`src/hdl/hamming_macros.svh`:
```
//------------------------------
// hamming codec macros
// code size and tag width
//------------------------------
`ifndef HAMMING_MACROS_SVH
`define HAMMING_MACROS_SVH

//------------------------------
// code selection
//------------------------------
// parity bit count, 3..6
`define HAMMING_R 4

// 1 adds the overall parity bit (secded), 0 gives plain hamming
`define HAMMING_EXT 1

//------------------------------
// stream side
//------------------------------
`define HAMMING_TAG_W 4 // default tag width

`endif

```
`src/hdl/hamming_code_pkg.sv`:
```
//------------------------------
// hamming code package
// geometry constants, classic position map,
// syndrome helpers and decoder status
//------------------------------
`include "hamming_macros.svh"

package hamming_code_pkg;

  //------------------------------
  // code geometry
  //------------------------------
  localparam int c_cbits = (1 << `HAMMING_R) - 1;               // base word
  localparam int c_dbits = c_cbits - `HAMMING_R;                 // data part
  localparam int c_nbits = c_cbits + ((`HAMMING_EXT != 0) ? 1 : 0); // on the line

  typedef logic [`HAMMING_R-1:0] syndrome_t;

  // decoder result flags, both low on a clean word
  typedef struct packed {
    logic daterr;  // error seen and corrected
    logic decfail; // uncorrectable, two bit error
  } dec_status_t;

  //------------------------------
  // position map
  //------------------------------
  // i-th non power of two position, counting from 1
  function automatic int data_pos(input int i);
    int cnt;
    int pos;
    cnt = 0;
    pos = 0;
    for (int p = 3; p <= c_cbits; p++) begin
      if ((p & (p - 1)) != 0) begin // skip parity slots
        if (cnt == i) begin
          pos = p;
        end
        cnt++;
      end
    end
    return pos;
  endfunction

  // transmission index -> classic position
  // data first, then parity j at 2^j
  function automatic int tx_pos(input int idx);
    if (idx < c_dbits) begin
      return data_pos(idx);
    end
    return 1 << (idx - c_dbits);
  endfunction

  //------------------------------
  // syndrome
  //------------------------------
  // xor of positions of all set bits, word in transmission order
  function automatic syndrome_t word_syndrome(input logic [c_cbits-1:0] w);
    syndrome_t syn;
    syn = '0;
    for (int idx = 0; idx < c_cbits; idx++) begin
      if (w[idx]) begin
        syn = syn ^ syndrome_t'(tx_pos(idx));
      end
    end
    return syn;
  endfunction

endpackage

```
`src/hdl/hamming_stream_pkg.sv`:
```
//------------------------------
// hamming stream package
// serial strobe bundle and default tag
//------------------------------
`include "hamming_macros.svh"

package hamming_stream_pkg;

  //------------------------------
  // one bit per valid cycle
  //------------------------------
  typedef struct packed {
    logic sop; // first bit of frame
    logic val; // dat is valid
    logic eop; // last bit of frame
    logic dat; // payload bit
  } bit_strobe_t;

  //------------------------------
  // frame tag
  //------------------------------
  // carried from sop through to the output frame
  typedef logic [`HAMMING_TAG_W-1:0] tag_t;

endpackage

```
`src/hdl/hamming_enc.sv`:
```
`timescale 1ns/1ps
//------------------------------
// hamming encoder
// serial systematic encoder, data bits pass
// through and parity + overall bit follow eop
//------------------------------
module hamming_enc #(
  parameter type tag_t = hamming_stream_pkg::tag_t
) (
  input  logic                            iclk,
  input  logic                            ireset,
  input  logic                            iclkena,
  input  hamming_stream_pkg::bit_strobe_t in_strobe,
  input  tag_t                            in_tag,
  output hamming_stream_pkg::bit_strobe_t out_strobe,
  output tag_t                            out_tag
);

  localparam int c_dbits = hamming_code_pkg::c_dbits;
  localparam int c_pbits = hamming_code_pkg::c_nbits - c_dbits; // appended bits
  localparam int c_dcw   = $clog2(c_dbits);
  localparam int c_pcw   = $clog2(c_pbits);

  logic                          busy;    // shifting parity out
  logic [c_pcw-1:0]              pcnt;    // parity bit index
  logic [c_dcw-1:0]              dcnt;    // next data index
  logic [c_dcw-1:0]              didx;    // index of current bit
  hamming_code_pkg::syndrome_t   par;     // parity accumulator
  hamming_code_pkg::syndrome_t   par_nxt;
  logic                          dx;      // xor of data so far
  logic                          dx_nxt;
  logic                          ext_nxt; // overall parity of base word
  logic [c_pbits-1:0]            psr;     // parity shift reg, lsb out first
  logic                          take;

  assign take = in_strobe.val & ~busy; // input dropped during parity tail

  //------------------------------
  // parity accumulate
  //------------------------------
  always_comb begin
    didx    = in_strobe.sop ? '0 : dcnt;   // sop restarts the frame
    par_nxt = in_strobe.sop ? '0 : par;
    dx_nxt  = in_strobe.sop ? 1'b0 : dx;
    if (in_strobe.dat) begin
      // parity j sees the bit if its position has bit j set
      par_nxt = par_nxt ^ hamming_code_pkg::syndrome_t'(
                  hamming_code_pkg::data_pos(int'(didx)));
      dx_nxt  = ~dx_nxt;
    end
    ext_nxt = dx_nxt ^ (^par_nxt); // data xor parity
  end

  // payload side, no reset
  always_ff @(posedge iclk) begin
    if (iclkena) begin
      if (take) begin
        dcnt <= didx + 1'b1;
        par  <= par_nxt;
        dx   <= dx_nxt;
        if (in_strobe.sop) begin
          out_tag <= in_tag;
        end
        if (in_strobe.eop) begin
          // ext bit lands in msb, dropped when plain code
          psr <= c_pbits'({ext_nxt, par_nxt});
        end
      end
      else if (busy) begin
        psr <= psr >> 1;
      end
    end
  end

  //------------------------------
  // output strobe
  //------------------------------
  always_ff @(posedge iclk or posedge ireset) begin
    if (ireset) begin
      out_strobe <= '0;
      busy       <= 1'b0;
      pcnt       <= '0;
    end
    else if (iclkena) begin
      out_strobe <= '0; // idle unless driven below
      if (busy) begin
        out_strobe.val <= 1'b1;
        out_strobe.dat <= psr[0];
        out_strobe.eop <= (pcnt == c_pcw'(c_pbits - 1)); // final appended bit
        pcnt           <= pcnt + 1'b1;
        busy           <= (pcnt != c_pcw'(c_pbits - 1));
      end
      else if (in_strobe.val) begin
        out_strobe.val <= 1'b1;          // data passes straight through
        out_strobe.sop <= in_strobe.sop;
        out_strobe.dat <= in_strobe.dat;
        if (in_strobe.eop) begin
          busy <= 1'b1;                  // parity follows with no gap
          pcnt <= '0;
        end
      end
    end
  end

endmodule

```
`src/hdl/hamming_dec.sv`:
```
`timescale 1ns/1ps
//------------------------------
// hamming decoder
// serial secded decoder, corrects one error,
// flags two, streams data out of a buffer
//------------------------------
`include "hamming_macros.svh"

module hamming_dec #(
  parameter type tag_t = hamming_stream_pkg::tag_t
) (
  input  logic                            iclk,
  input  logic                            ireset,
  input  logic                            iclkena,
  input  hamming_stream_pkg::bit_strobe_t in_strobe,
  input  tag_t                            in_tag,
  output hamming_stream_pkg::bit_strobe_t out_strobe,
  output tag_t                            out_tag,
  output hamming_code_pkg::dec_status_t   out_status
);

  localparam int c_cbits = hamming_code_pkg::c_cbits;
  localparam int c_dbits = hamming_code_pkg::c_dbits;
  localparam int c_dcw   = $clog2(c_dbits);

  //------------------------------
  // frame assembly
  //------------------------------
  logic [c_cbits-1:0] word;    // base word, word[0] = first bit sent
  logic               edat;    // last bit seen, ext bit at frame end
  logic               eop_r;   // frame complete in word
  tag_t               tag_r;

  always_ff @(posedge iclk or posedge ireset) begin
    if (ireset) begin
      eop_r <= 1'b0;
    end
    else if (iclkena) begin
      eop_r <= in_strobe.val & in_strobe.eop;
    end
  end

  always_ff @(posedge iclk) begin
    if (iclkena && in_strobe.val) begin
      edat <= in_strobe.dat;
      // extended mode keeps one bit back so the ext bit stays out of word
      word <= (`HAMMING_EXT != 0) ? {edat, word[c_cbits-1:1]}
                                  : {in_strobe.dat, word[c_cbits-1:1]};
      if (in_strobe.sop) begin
        tag_r <= in_tag;
      end
    end
  end

  //------------------------------
  // decode
  //------------------------------
  hamming_code_pkg::syndrome_t   syn;
  logic                          par_fail; // overall parity broken
  logic [c_cbits-1:0]            fix;
  hamming_code_pkg::dec_status_t status;

  always_comb begin
    syn      = hamming_code_pkg::word_syndrome(word);
    par_fail = (^word) ^ edat;
    fix      = word;
    // syndrome names the bad position, zero matches nothing
    for (int i = 0; i < c_cbits; i++) begin
      if (hamming_code_pkg::tx_pos(i) == int'(syn)) begin
        fix[i] = ~fix[i];
      end
    end
    if (`HAMMING_EXT != 0) begin
      status.daterr  = par_fail;                  // odd count, 1 error
      status.decfail = (syn != '0) & ~par_fail;   // even count, 2 errors
    end
    else begin
      status.daterr  = (syn != '0);
      status.decfail = 1'b0;                      // no way to tell
    end
  end

  //------------------------------
  // serial output
  //------------------------------
  logic               osop;
  logic               oval;
  logic               oeop;
  logic [c_dcw-1:0]   ocnt;  // bits left after current
  logic [c_dbits-1:0] obuf;  // corrected data, lsb on the line

  always_ff @(posedge iclk or posedge ireset) begin
    if (ireset) begin
      osop <= 1'b0;
      oval <= 1'b0;
      oeop <= 1'b0;
      ocnt <= '0;
    end
    else if (iclkena) begin
      if (eop_r) begin
        osop <= 1'b1;
        oval <= 1'b1;
        oeop <= 1'b0;
        ocnt <= c_dcw'(c_dbits - 1);
      end
      else if (oval) begin
        osop <= 1'b0;
        oval <= (ocnt != '0);
        oeop <= (ocnt == c_dcw'(1)); // next bit is the last
        ocnt <= ocnt - 1'b1;
      end
    end
  end

  // buffer, tag and flags load together, held for the frame
  always_ff @(posedge iclk) begin
    if (iclkena) begin
      if (eop_r) begin
        obuf       <= fix[c_dbits-1:0];
        out_tag    <= tag_r;
        out_status <= status;
      end
      else if (oval) begin
        obuf <= obuf >> 1;
      end
    end
  end

  assign out_strobe = '{sop: osop, val: oval, eop: oeop, dat: obuf[0]};

endmodule

```
`src/hdl/hamming_codec.sv`:
```
`timescale 1ns/1ps
//------------------------------
// hamming codec top
// independent encoder and decoder paths
//------------------------------
module hamming_codec #(
  parameter type tag_t = hamming_stream_pkg::tag_t
) (
  input  logic                            iclk,
  input  logic                            ireset,
  input  logic                            iclkena,
  // encoder path
  input  hamming_stream_pkg::bit_strobe_t enc_in,
  input  tag_t                            enc_in_tag,
  output hamming_stream_pkg::bit_strobe_t enc_out,
  output tag_t                            enc_out_tag,
  // decoder path
  input  hamming_stream_pkg::bit_strobe_t dec_in,
  input  tag_t                            dec_in_tag,
  output hamming_stream_pkg::bit_strobe_t dec_out,
  output tag_t                            dec_out_tag,
  output hamming_code_pkg::dec_status_t   dec_status
);

  hamming_enc #(.tag_t(tag_t)) enc0 (
    .iclk       (iclk),
    .ireset     (ireset),
    .iclkena    (iclkena),
    .in_strobe  (enc_in),
    .in_tag     (enc_in_tag),
    .out_strobe (enc_out),
    .out_tag    (enc_out_tag)
  );

  // channel between the two is outside the codec
  hamming_dec #(.tag_t(tag_t)) dec0 (
    .iclk       (iclk),
    .ireset     (ireset),
    .iclkena    (iclkena),
    .in_strobe  (dec_in),
    .in_tag     (dec_in_tag),
    .out_strobe (dec_out),
    .out_tag    (dec_out_tag),
    .out_status (dec_status)
  );

endmodule

```
`config.mk`:
```
export PLATFORM = sky130hd
export DESIGN_NAME = hamming_codec
export DESIGN_NICKNAME = d
export VERILOG_FILES = /design/src/hdl/hamming_code_pkg.sv /design/src/hdl/hamming_stream_pkg.sv /design/src/hdl/hamming_enc.sv /design/src/hdl/hamming_dec.sv /design/src/hdl/hamming_codec.sv
export VERILOG_INCLUDE_DIRS = /design/src /design/src/hdl
export SDC_FILE = /design/constraint.sdc
export NUM_CORES = 1
export LEC_CHECK = 0
export BUFFER_PORTS_ARGS = -buffer_cell sky130_fd_sc_hd__buf_2
export CAP_MARGIN = 40
export CELL_PAD_IN_SITES_DETAIL_PLACEMENT = 2
export CELL_PAD_IN_SITES_GLOBAL_PLACEMENT = 2
export CORE_ASPECT_RATIO = 1.4
export CORE_MARGIN = 1.5
export CORE_UTILIZATION = 44
export CTS_BUF_LIST = sky130_fd_sc_hd__clkbuf_8
export DETAILED_ROUTE_END_ITERATION = 10
export HOLD_SLACK_MARGIN = 0.08
export PLACE_DENSITY = 0.87
export SYNTH_ARGS = -nofsm -noshare
export SYNTH_HDL_FRONTEND = slang
export SYNTH_SLANG_ARGS = --single-unit
```
`constraint.sdc`:
```
create_clock -name iclk -period 5.65 [get_ports iclk]
set_clock_uncertainty 0.05 [all_clocks]
set_input_delay 0 -clock iclk [delete_from_list [all_inputs] [get_ports iclk]]
set_output_delay 0 -clock iclk [all_outputs]
set_load 0.03 [all_outputs]
```
Yosys cells after proc, flatten, opt, wreduce, memory -nomap -nowiden

Index checks and enable logic that the tools add are counted.

Input bits: 19
Output and inout bits: 18
Word-level logic and storage cells: 650
Bits in registers: 71

Multiplexer cells: 330
Equality and inequality tests: 125
Bitwise operators: 34
Reductions and logical operators: 27
Add/subtract/negate cells: 111

Operators with widths:

| operator                | count |
|---|---|
| $mux W32                | 120 |
| $add A32 B2 Y32 const B | 108 |
| $eq A32 B4 Y1 const B   | 40 |
| $eq A32 B5 Y1 const B   | 30 |
| $eq A32 B3 Y1 const B   | 20 |
| $mux W4                 | 128 |
| $eq A32 B2 Y1 const B   | 10 |
| $eq A32 B5 Y1           | 10 |
| $logic_not A32 Y1       | 10 |
| $mux W3                 | 35 |
| $xor A4 B4 Y4           | 11 |
| $mux W1                 | 39 |
| $eq A4 B4 Y1 const A    | 6 |
| $mux W11                | 2 |
| $not A1 Y1              | 18 |
| $mux W5                 | 3 |
| $reduce_xor A15 Y1      | 1 |
| $eq A3 B4 Y1 const A    | 3 |
| $reduce_and A3 Y1       | 3 |
| $reduce_and A2 Y1       | 4 |
| $reduce_bool A2 Y1      | 4 |
| $reduce_bool A4 Y1      | 2 |
| $mux W2                 | 3 |
| $add A4 B1 Y4 const B   | 1 |
| other kinds (13)        | 16 |

Longest topological paths before layout

Word-level depth: 51
Depth in mapped cells: 13
Mapped depth without buffers: 11

By module

Synthesis repeated with hierarchy kept, for this count alone.

Cells, all modules: 350
Area, all modules: 4015.1 µm²

By module, submodules not included:

| module      | sequential area each (µm²) | instances | area an instance (µm²) | cells each |
|---|---|---|---|---|
| hamming_dec | 1311.3                     | 1         | 2446.1                 | 193 |
| hamming_enc | 740.7                      | 1         | 1569.0                 | 157 |

Worst setup path before layout

No wires, ideal clock.

Path type: input to register
Start: input enc_in[3] (netlist bit)
End: register enc0.psr[4], data pin
Setup time: 260 ps
Arrival time: 2214 ps
Cell stages on the path: 11
Buffers on the path: 2
Slack: 3126 ps
Data required time: 5340 ps
Path through: clkbuf_1 clkbuf_1 nand2b_1 inv_1 ha_1 or2_2 a221o_1 xor2_1 o22a_1 o21ai_1 mux2i_1

Cells in the longest elaborated chain, start to end: 20
Elaborated cells between the ends (all ways): 34
Those cells by class: eq/ne: 10; mux: 19; bitwise: 3; reduce/logical: 2

RTL lines:

| item                                                                   | RTL line            | RTL |
|---|---|---|
| start: declaration                                                     | hamming_codec.sv:13 | `input hamming_stream_pkg::bit_strobe_t enc_in,` |
| parallel branches: the longest is 17 deep, another holds $eq A32 B5 Y1 | -                   |  |
| $xor A1 B1 Y1 (*)                                                      | hamming_enc.sv:51   | `ext_nxt = dx_nxt ^ (^par_nxt);` |
| $mux W5 (*)                                                            | hamming_enc.sv:64   | `if (in_strobe.eop) begin` |
| $mux W5 (*)                                                            | hamming_enc.sv:57   | `if (take) begin` |
| end signal: assignment                                                 | hamming_enc.sv:66   | `psr <= c_pbits'({ext_nxt, par_nxt});` |
| end signal: assignment                                                 | hamming_enc.sv:70   | `psr <= psr >> 1;` |
| end: declaration                                                       | hamming_enc.sv:33   | `logic [c_pbits-1:0] psr;` |

Mark *: on every way between the ends. The select of a mux whose other input is x is not followed.
A chain may end at the register's enable or synchronous reset.

Worst setup path in the final report

Start: register enc0.dcnt[1]
End: register enc0.psr[3], data pin

Cells in the longest elaborated chain, start to end: 14
Elaborated cells between the ends (all ways): 20
Those cells by class: eq/ne: 7; mux: 12; bitwise: 1

RTL lines:

| item                     | RTL line               | RTL |
|---|---|---|
| start: declaration       | hamming_enc.sv:26      | `logic [c_dcw-1:0] dcnt;` |
| start signal: assignment | hamming_enc.sv:58      | `dcnt <= didx + 1'b1;` |
| $mux W4 (*)              | hamming_enc.sv:42      | `didx = in_strobe.sop ? '0 : dcnt;` |
| $eq A32 B5 Y1            | hamming_code_pkg.sv:36 | `if (cnt == i) begin` |
| $mux W4 (6 in series)    | hamming_code_pkg.sv:36 |  |
| $mux W4 (*)              | hamming_code_pkg.sv:36 |  |
| $mux W4 (*)              | hamming_enc.sv:45      | `if (in_strobe.dat) begin` |
| $xor A4 B4 Y4 (*)        | hamming_enc.sv:47      | `par_nxt = par_nxt ^ hamming_code_pkg::syndrome_t'(` |
| $mux W4 (*)              | hamming_enc.sv:45      |  |
| net enc0.par_nxt[3]      | hamming_enc.sv:29      | `hamming_code_pkg::syndrome_t par_nxt;` |
| $mux W5 (*)              | hamming_enc.sv:64      |  |
| $mux W5 (*)              | hamming_enc.sv:57      |  |

Mark *: on every way through the listed nets, which the timed path passes. The rest lies on a longest branch. The select of a mux whose other input is x is not followed.

==> flow_metrics.env <==
export IMPL_outcome="finished, final reports clean"
export IMPL_grt_max_degree=23
export IMPL_mappedNetlistNets=358
export IMPL_synthesized_instance_count=330
export IMPL_timing_hold_worst_start="dec_in[3]"
export IMPL_vias=2790
export IMPL_floorplan_io_pins=37
export IMPL_crit_path_start="enc0.dcnt[1]"
export IMPL_cts_hold_repair_buffers=17
export IMPL_dpl_instance_area_um2=4015
export IMPL_timing_critical_path_from_type="register"
export IMPL_power_per_cell_area_nw_per_um2=379.6
export IMPL_combined_area_of_the_multi_input_logic_cells_um2=1595
export IMPL_cts_tree="built"
export IMPL_final_hold_viol_count=0
export IMPL_clock_tree_htree_level_count=3
export IMPL_drtAntennaViolNets=0
export IMPL_yosys_cell_types_count=48
export IMPL_tritoncts_num_sinks=71
export IMPL_synth_mux_area_fraction=0.02013
export IMPL_timing_worst_setup_path_type="reg2reg"
export IMPL_hold_path_class="in2reg"
export IMPL_wire_length_of_the_first_global_routing_pass_mm=20.00
export IMPL_slew_violations=0
export IMPL_placeableCoreArea_um2=8247
export IMPL_power_leakage_uw=0.001708
export IMPL_gp_congestion=0.7898
export IMPL_setup_worst_path_end_class="register"
export IMPL_first_global_vias=3190
export IMPL_final_cell_area_um2=4360
export IMPL_seqCellArea_um2=2052
export IMPL_die_width_um=81.45
export IMPL_timing_rr_start="enc0.dcnt[1]"
export IMPL_insertedDiodeCount=0
export IMPL_critical_path_top_delay_family="simple AND/OR/NAND/NOR gates"
export IMPL_critical_path_arrival_ns=3.00
export IMPL_route_detailed_wl_per_inst_um=26.86
export IMPL_timing_worst_slew_pin_value_ns=0.7778
export IMPL_design_power_total_uw=1655
export IMPL_cpMaxStageDelayCell="edfxtp_1"
export IMPL_drt_first_iter_violations=149
export IMPL_overall_track_demand_over_capacity_in_global_routing=0.3116
export IMPL_clk_root_buffer_cell="clkbuf_8"
export IMPL_mappedNetlistArea_um2=3791
export IMPL_synth_async_sr_flop_share=0.2254
export IMPL_synth_main_ff_cell="edfxtp_1"
export IMPL_post_synth_cell_area_avg_um2=11.49
export IMPL_grt_antenna_before_repair=0
export IMPL_synth_edf_count=55
export IMPL_critical_path_buf_inv_count=1
export IMPL_post_route_cells_drive_above_1_share=0.1937
export IMPL_clk_pin_slew_worst_paths_ns=0.08
export IMPL_slew_limit_headroom=0.4815
export IMPL_crit_path_max_fanout=6
export IMPL_rows=39
export IMPL_design_die_area_um2=9190
export IMPL_grt_overflow_total=0
export IMPL_cts_repair_resized=0
export IMPL_unrepaired_setup_endpoints_after_global_routing="false"
export IMPL_die_h_um=112.8
export IMPL_synthToLayoutAreaGrowth_pct=15.02
export IMPL_cp_slowest_stage_delay_ns=0.36
export IMPL_routed_wirelength_mm=13.00
export IMPL_num_fill_cells=798
export IMPL_hold_ws_ns=0.09984
export IMPL_yosysSeqAreaShare=0.5413
export IMPL_setup_violations=0
export IMPL_vdd_ir_drop_max_uv=232.4
export IMPL_post_dp_hpwl_mm=7.260
export IMPL_cts_made_buffers=9
export IMPL_highest_clock_frequency_the_design_can_meet_mhz=342.1
export IMPL_synth_compound_area_share=0.08152
export IMPL_drc=0
export IMPL_synth_xor_area_frac=0.1551
export IMPL_final_min_clock_period_ns=2.923
export IMPL_combinational_family_with_the_most_area_after_synthesis="XOR/XNOR gates"
export IMPL_cts_repair_timing_setup_buffer_count=0
export IMPL_synth_adder_area_share=0.02970
export IMPL_floorplan_initialDensity=0.4597
export IMPL_final_nets=405
export IMPL_drv_max_cap_violation_count=0
export IMPL_final_total_negative_setup_slack_ns=0
export IMPL_worstPathCellList="nor2b_1, inv_1, ha_1, or2_2, nor3_1, o22ai_1, nand2_1, xor2_1, nor2_1, mux2_2"
export IMPL_critical_path_rt_ns=5.73
export IMPL_final_period_utilization=0.5174
export IMPL_average_via_count_per_standard_cell=5.764
export IMPL_postSynthRegisterBits=71
export IMPL_ys_warnings_count=0
export IMPL_cts_path_max_buffers=2
export IMPL_place_port_buffers=36
export IMPL_simple_gate_fraction_of_synth_area=0.1343
export IMPL_drt_pass1_iterations=4
export IMPL_clock_latency_ns=0.38
[final cells by class]
type / instances / area share
clock inverter: 6 / 0.008608
timing repair buffer: 53 / 0.08034
sequential: 71 / 0.4706
tap: 102 / 0.02927
clock buffer: 10 / 0.03156
multi-input combinational: 226 / 0.3659
inverter: 16 / 0.01377
[synth_stat cells (2+ instances only)]
cell type	count	share of area
xnor2_2	5	0.021
o21ai_0	9	0.012
or2_2	3	0.0050
xor2_2	4	0.017
a21oi_1	22	0.029
nand2_1	25	0.025
o211ai_1	4	0.0079
nor2b_1	7	0.012
ha_1	9	0.030
mux2i_1	2	0.0053
and3_1	3	0.0050
and2_1	4	0.0066
mux2_2	5	0.015
xor2_1	15	0.035
a21o_1	2	0.0040
inv_1	16	0.016
nor2_1	32	0.032
nand3b_1	2	0.0040
edfxtp_1	55	0.44
buf_4	5	0.0099
a211oi_1	2	0.0040
nand3_1	9	0.012
dfrtp_1	16	0.11
nand2b_1	9	0.015
nor3_1	4	0.0053
clkbuf_1	11	0.011
o2111ai_1	2	0.0046
nor3b_1	2	0.0040
xnor2_1	27	0.062
[cell usage in the layout (no fill, tap or decap), types with 3 or more instances in the layout]
cell and n:
nor3_1 4, nand3_1 9, and2_1 4, nand2b_1 9, o21ai_0 9, dlygate4sd3_1 17, inv_1 17, xnor2_1 27
xor2_1 15, nor2b_1 7, ha_1 9, mux2_2 5, nor2_1 32, o211ai_1 4, a21oi_1 22, dfrtp_1 16
clkbuf_8 10, or2_2 3, and3_1 3, xor2_2 4, xnor2_2 5, edfxtp_1 55, nand2_1 25, buf_2 36
[through the flow]
step | util | std cells | worst slack (ns)
floorplan | - | 330 | 3.126
global placement | 0.4869 | 451 | 3.195
detailed placement | 0.4869 | 451 | 2.946
CTS | 0.5288 | 484 | 2.777
global route | 0.5288 | 484 | 2.612
finish | 0.5288 | 484 | 2.727
[flip-flops by register name, indices dropped and copies added (netlist names), 4 cells and up]
| signal | count |
|---|---|
| dec0.word | 15 |
| dec0.obuf | 11 |
| enc0.psr | 5 |
| dec0.ocnt | 4 |
| dec0.out_tag | 4 |
| dec0.tag_r | 4 |
| enc0.dcnt | 4 |
| enc0.out_strobe | 4 |
| enc0.out_tag | 4 |
| enc0.par | 4 |
[per-layer routing]
layer	vias up	track usage	wire [µm]	part of all wire
met5	-	0	0	0
met4	0	0.1506	507	0.039
met3	32	0.05968	435	0.033
met2	89	0.5289	6918	0.53
met1	1451	0.3708	5136	0.40
li1	1218	-	-	-
[worst paths after layout]
kind,to,depth (start not counted),slack (ns)
setup / recovery,enc0.psr[3],10,2.73
hold / removal,dec0.tag_r[1],2,0.1
setup reg to reg,enc0.psr[3],10,2.73
hold reg to reg,dec0.out_tag[3],0,0.38
max in group asynchronous,dec0.oeop,3,4.88
min in group asynchronous,enc0.out_strobe[2],3,0.24
[kinds of logic after synthesis]
family	after synthesis
compound gates	51
buf+inv	33
xor+xnor	54
fa+ha+maj	9
flops	71
mux	7
simple gates	105
[power breakdown]
group,internal (µW),leakage [µW],switching [µW]
clock,169,0.0000895,231
sequential,671,0.000708,87.7
combinational,174,0.000910,322
Note: power is estimated with default switching activity, not from simulation.
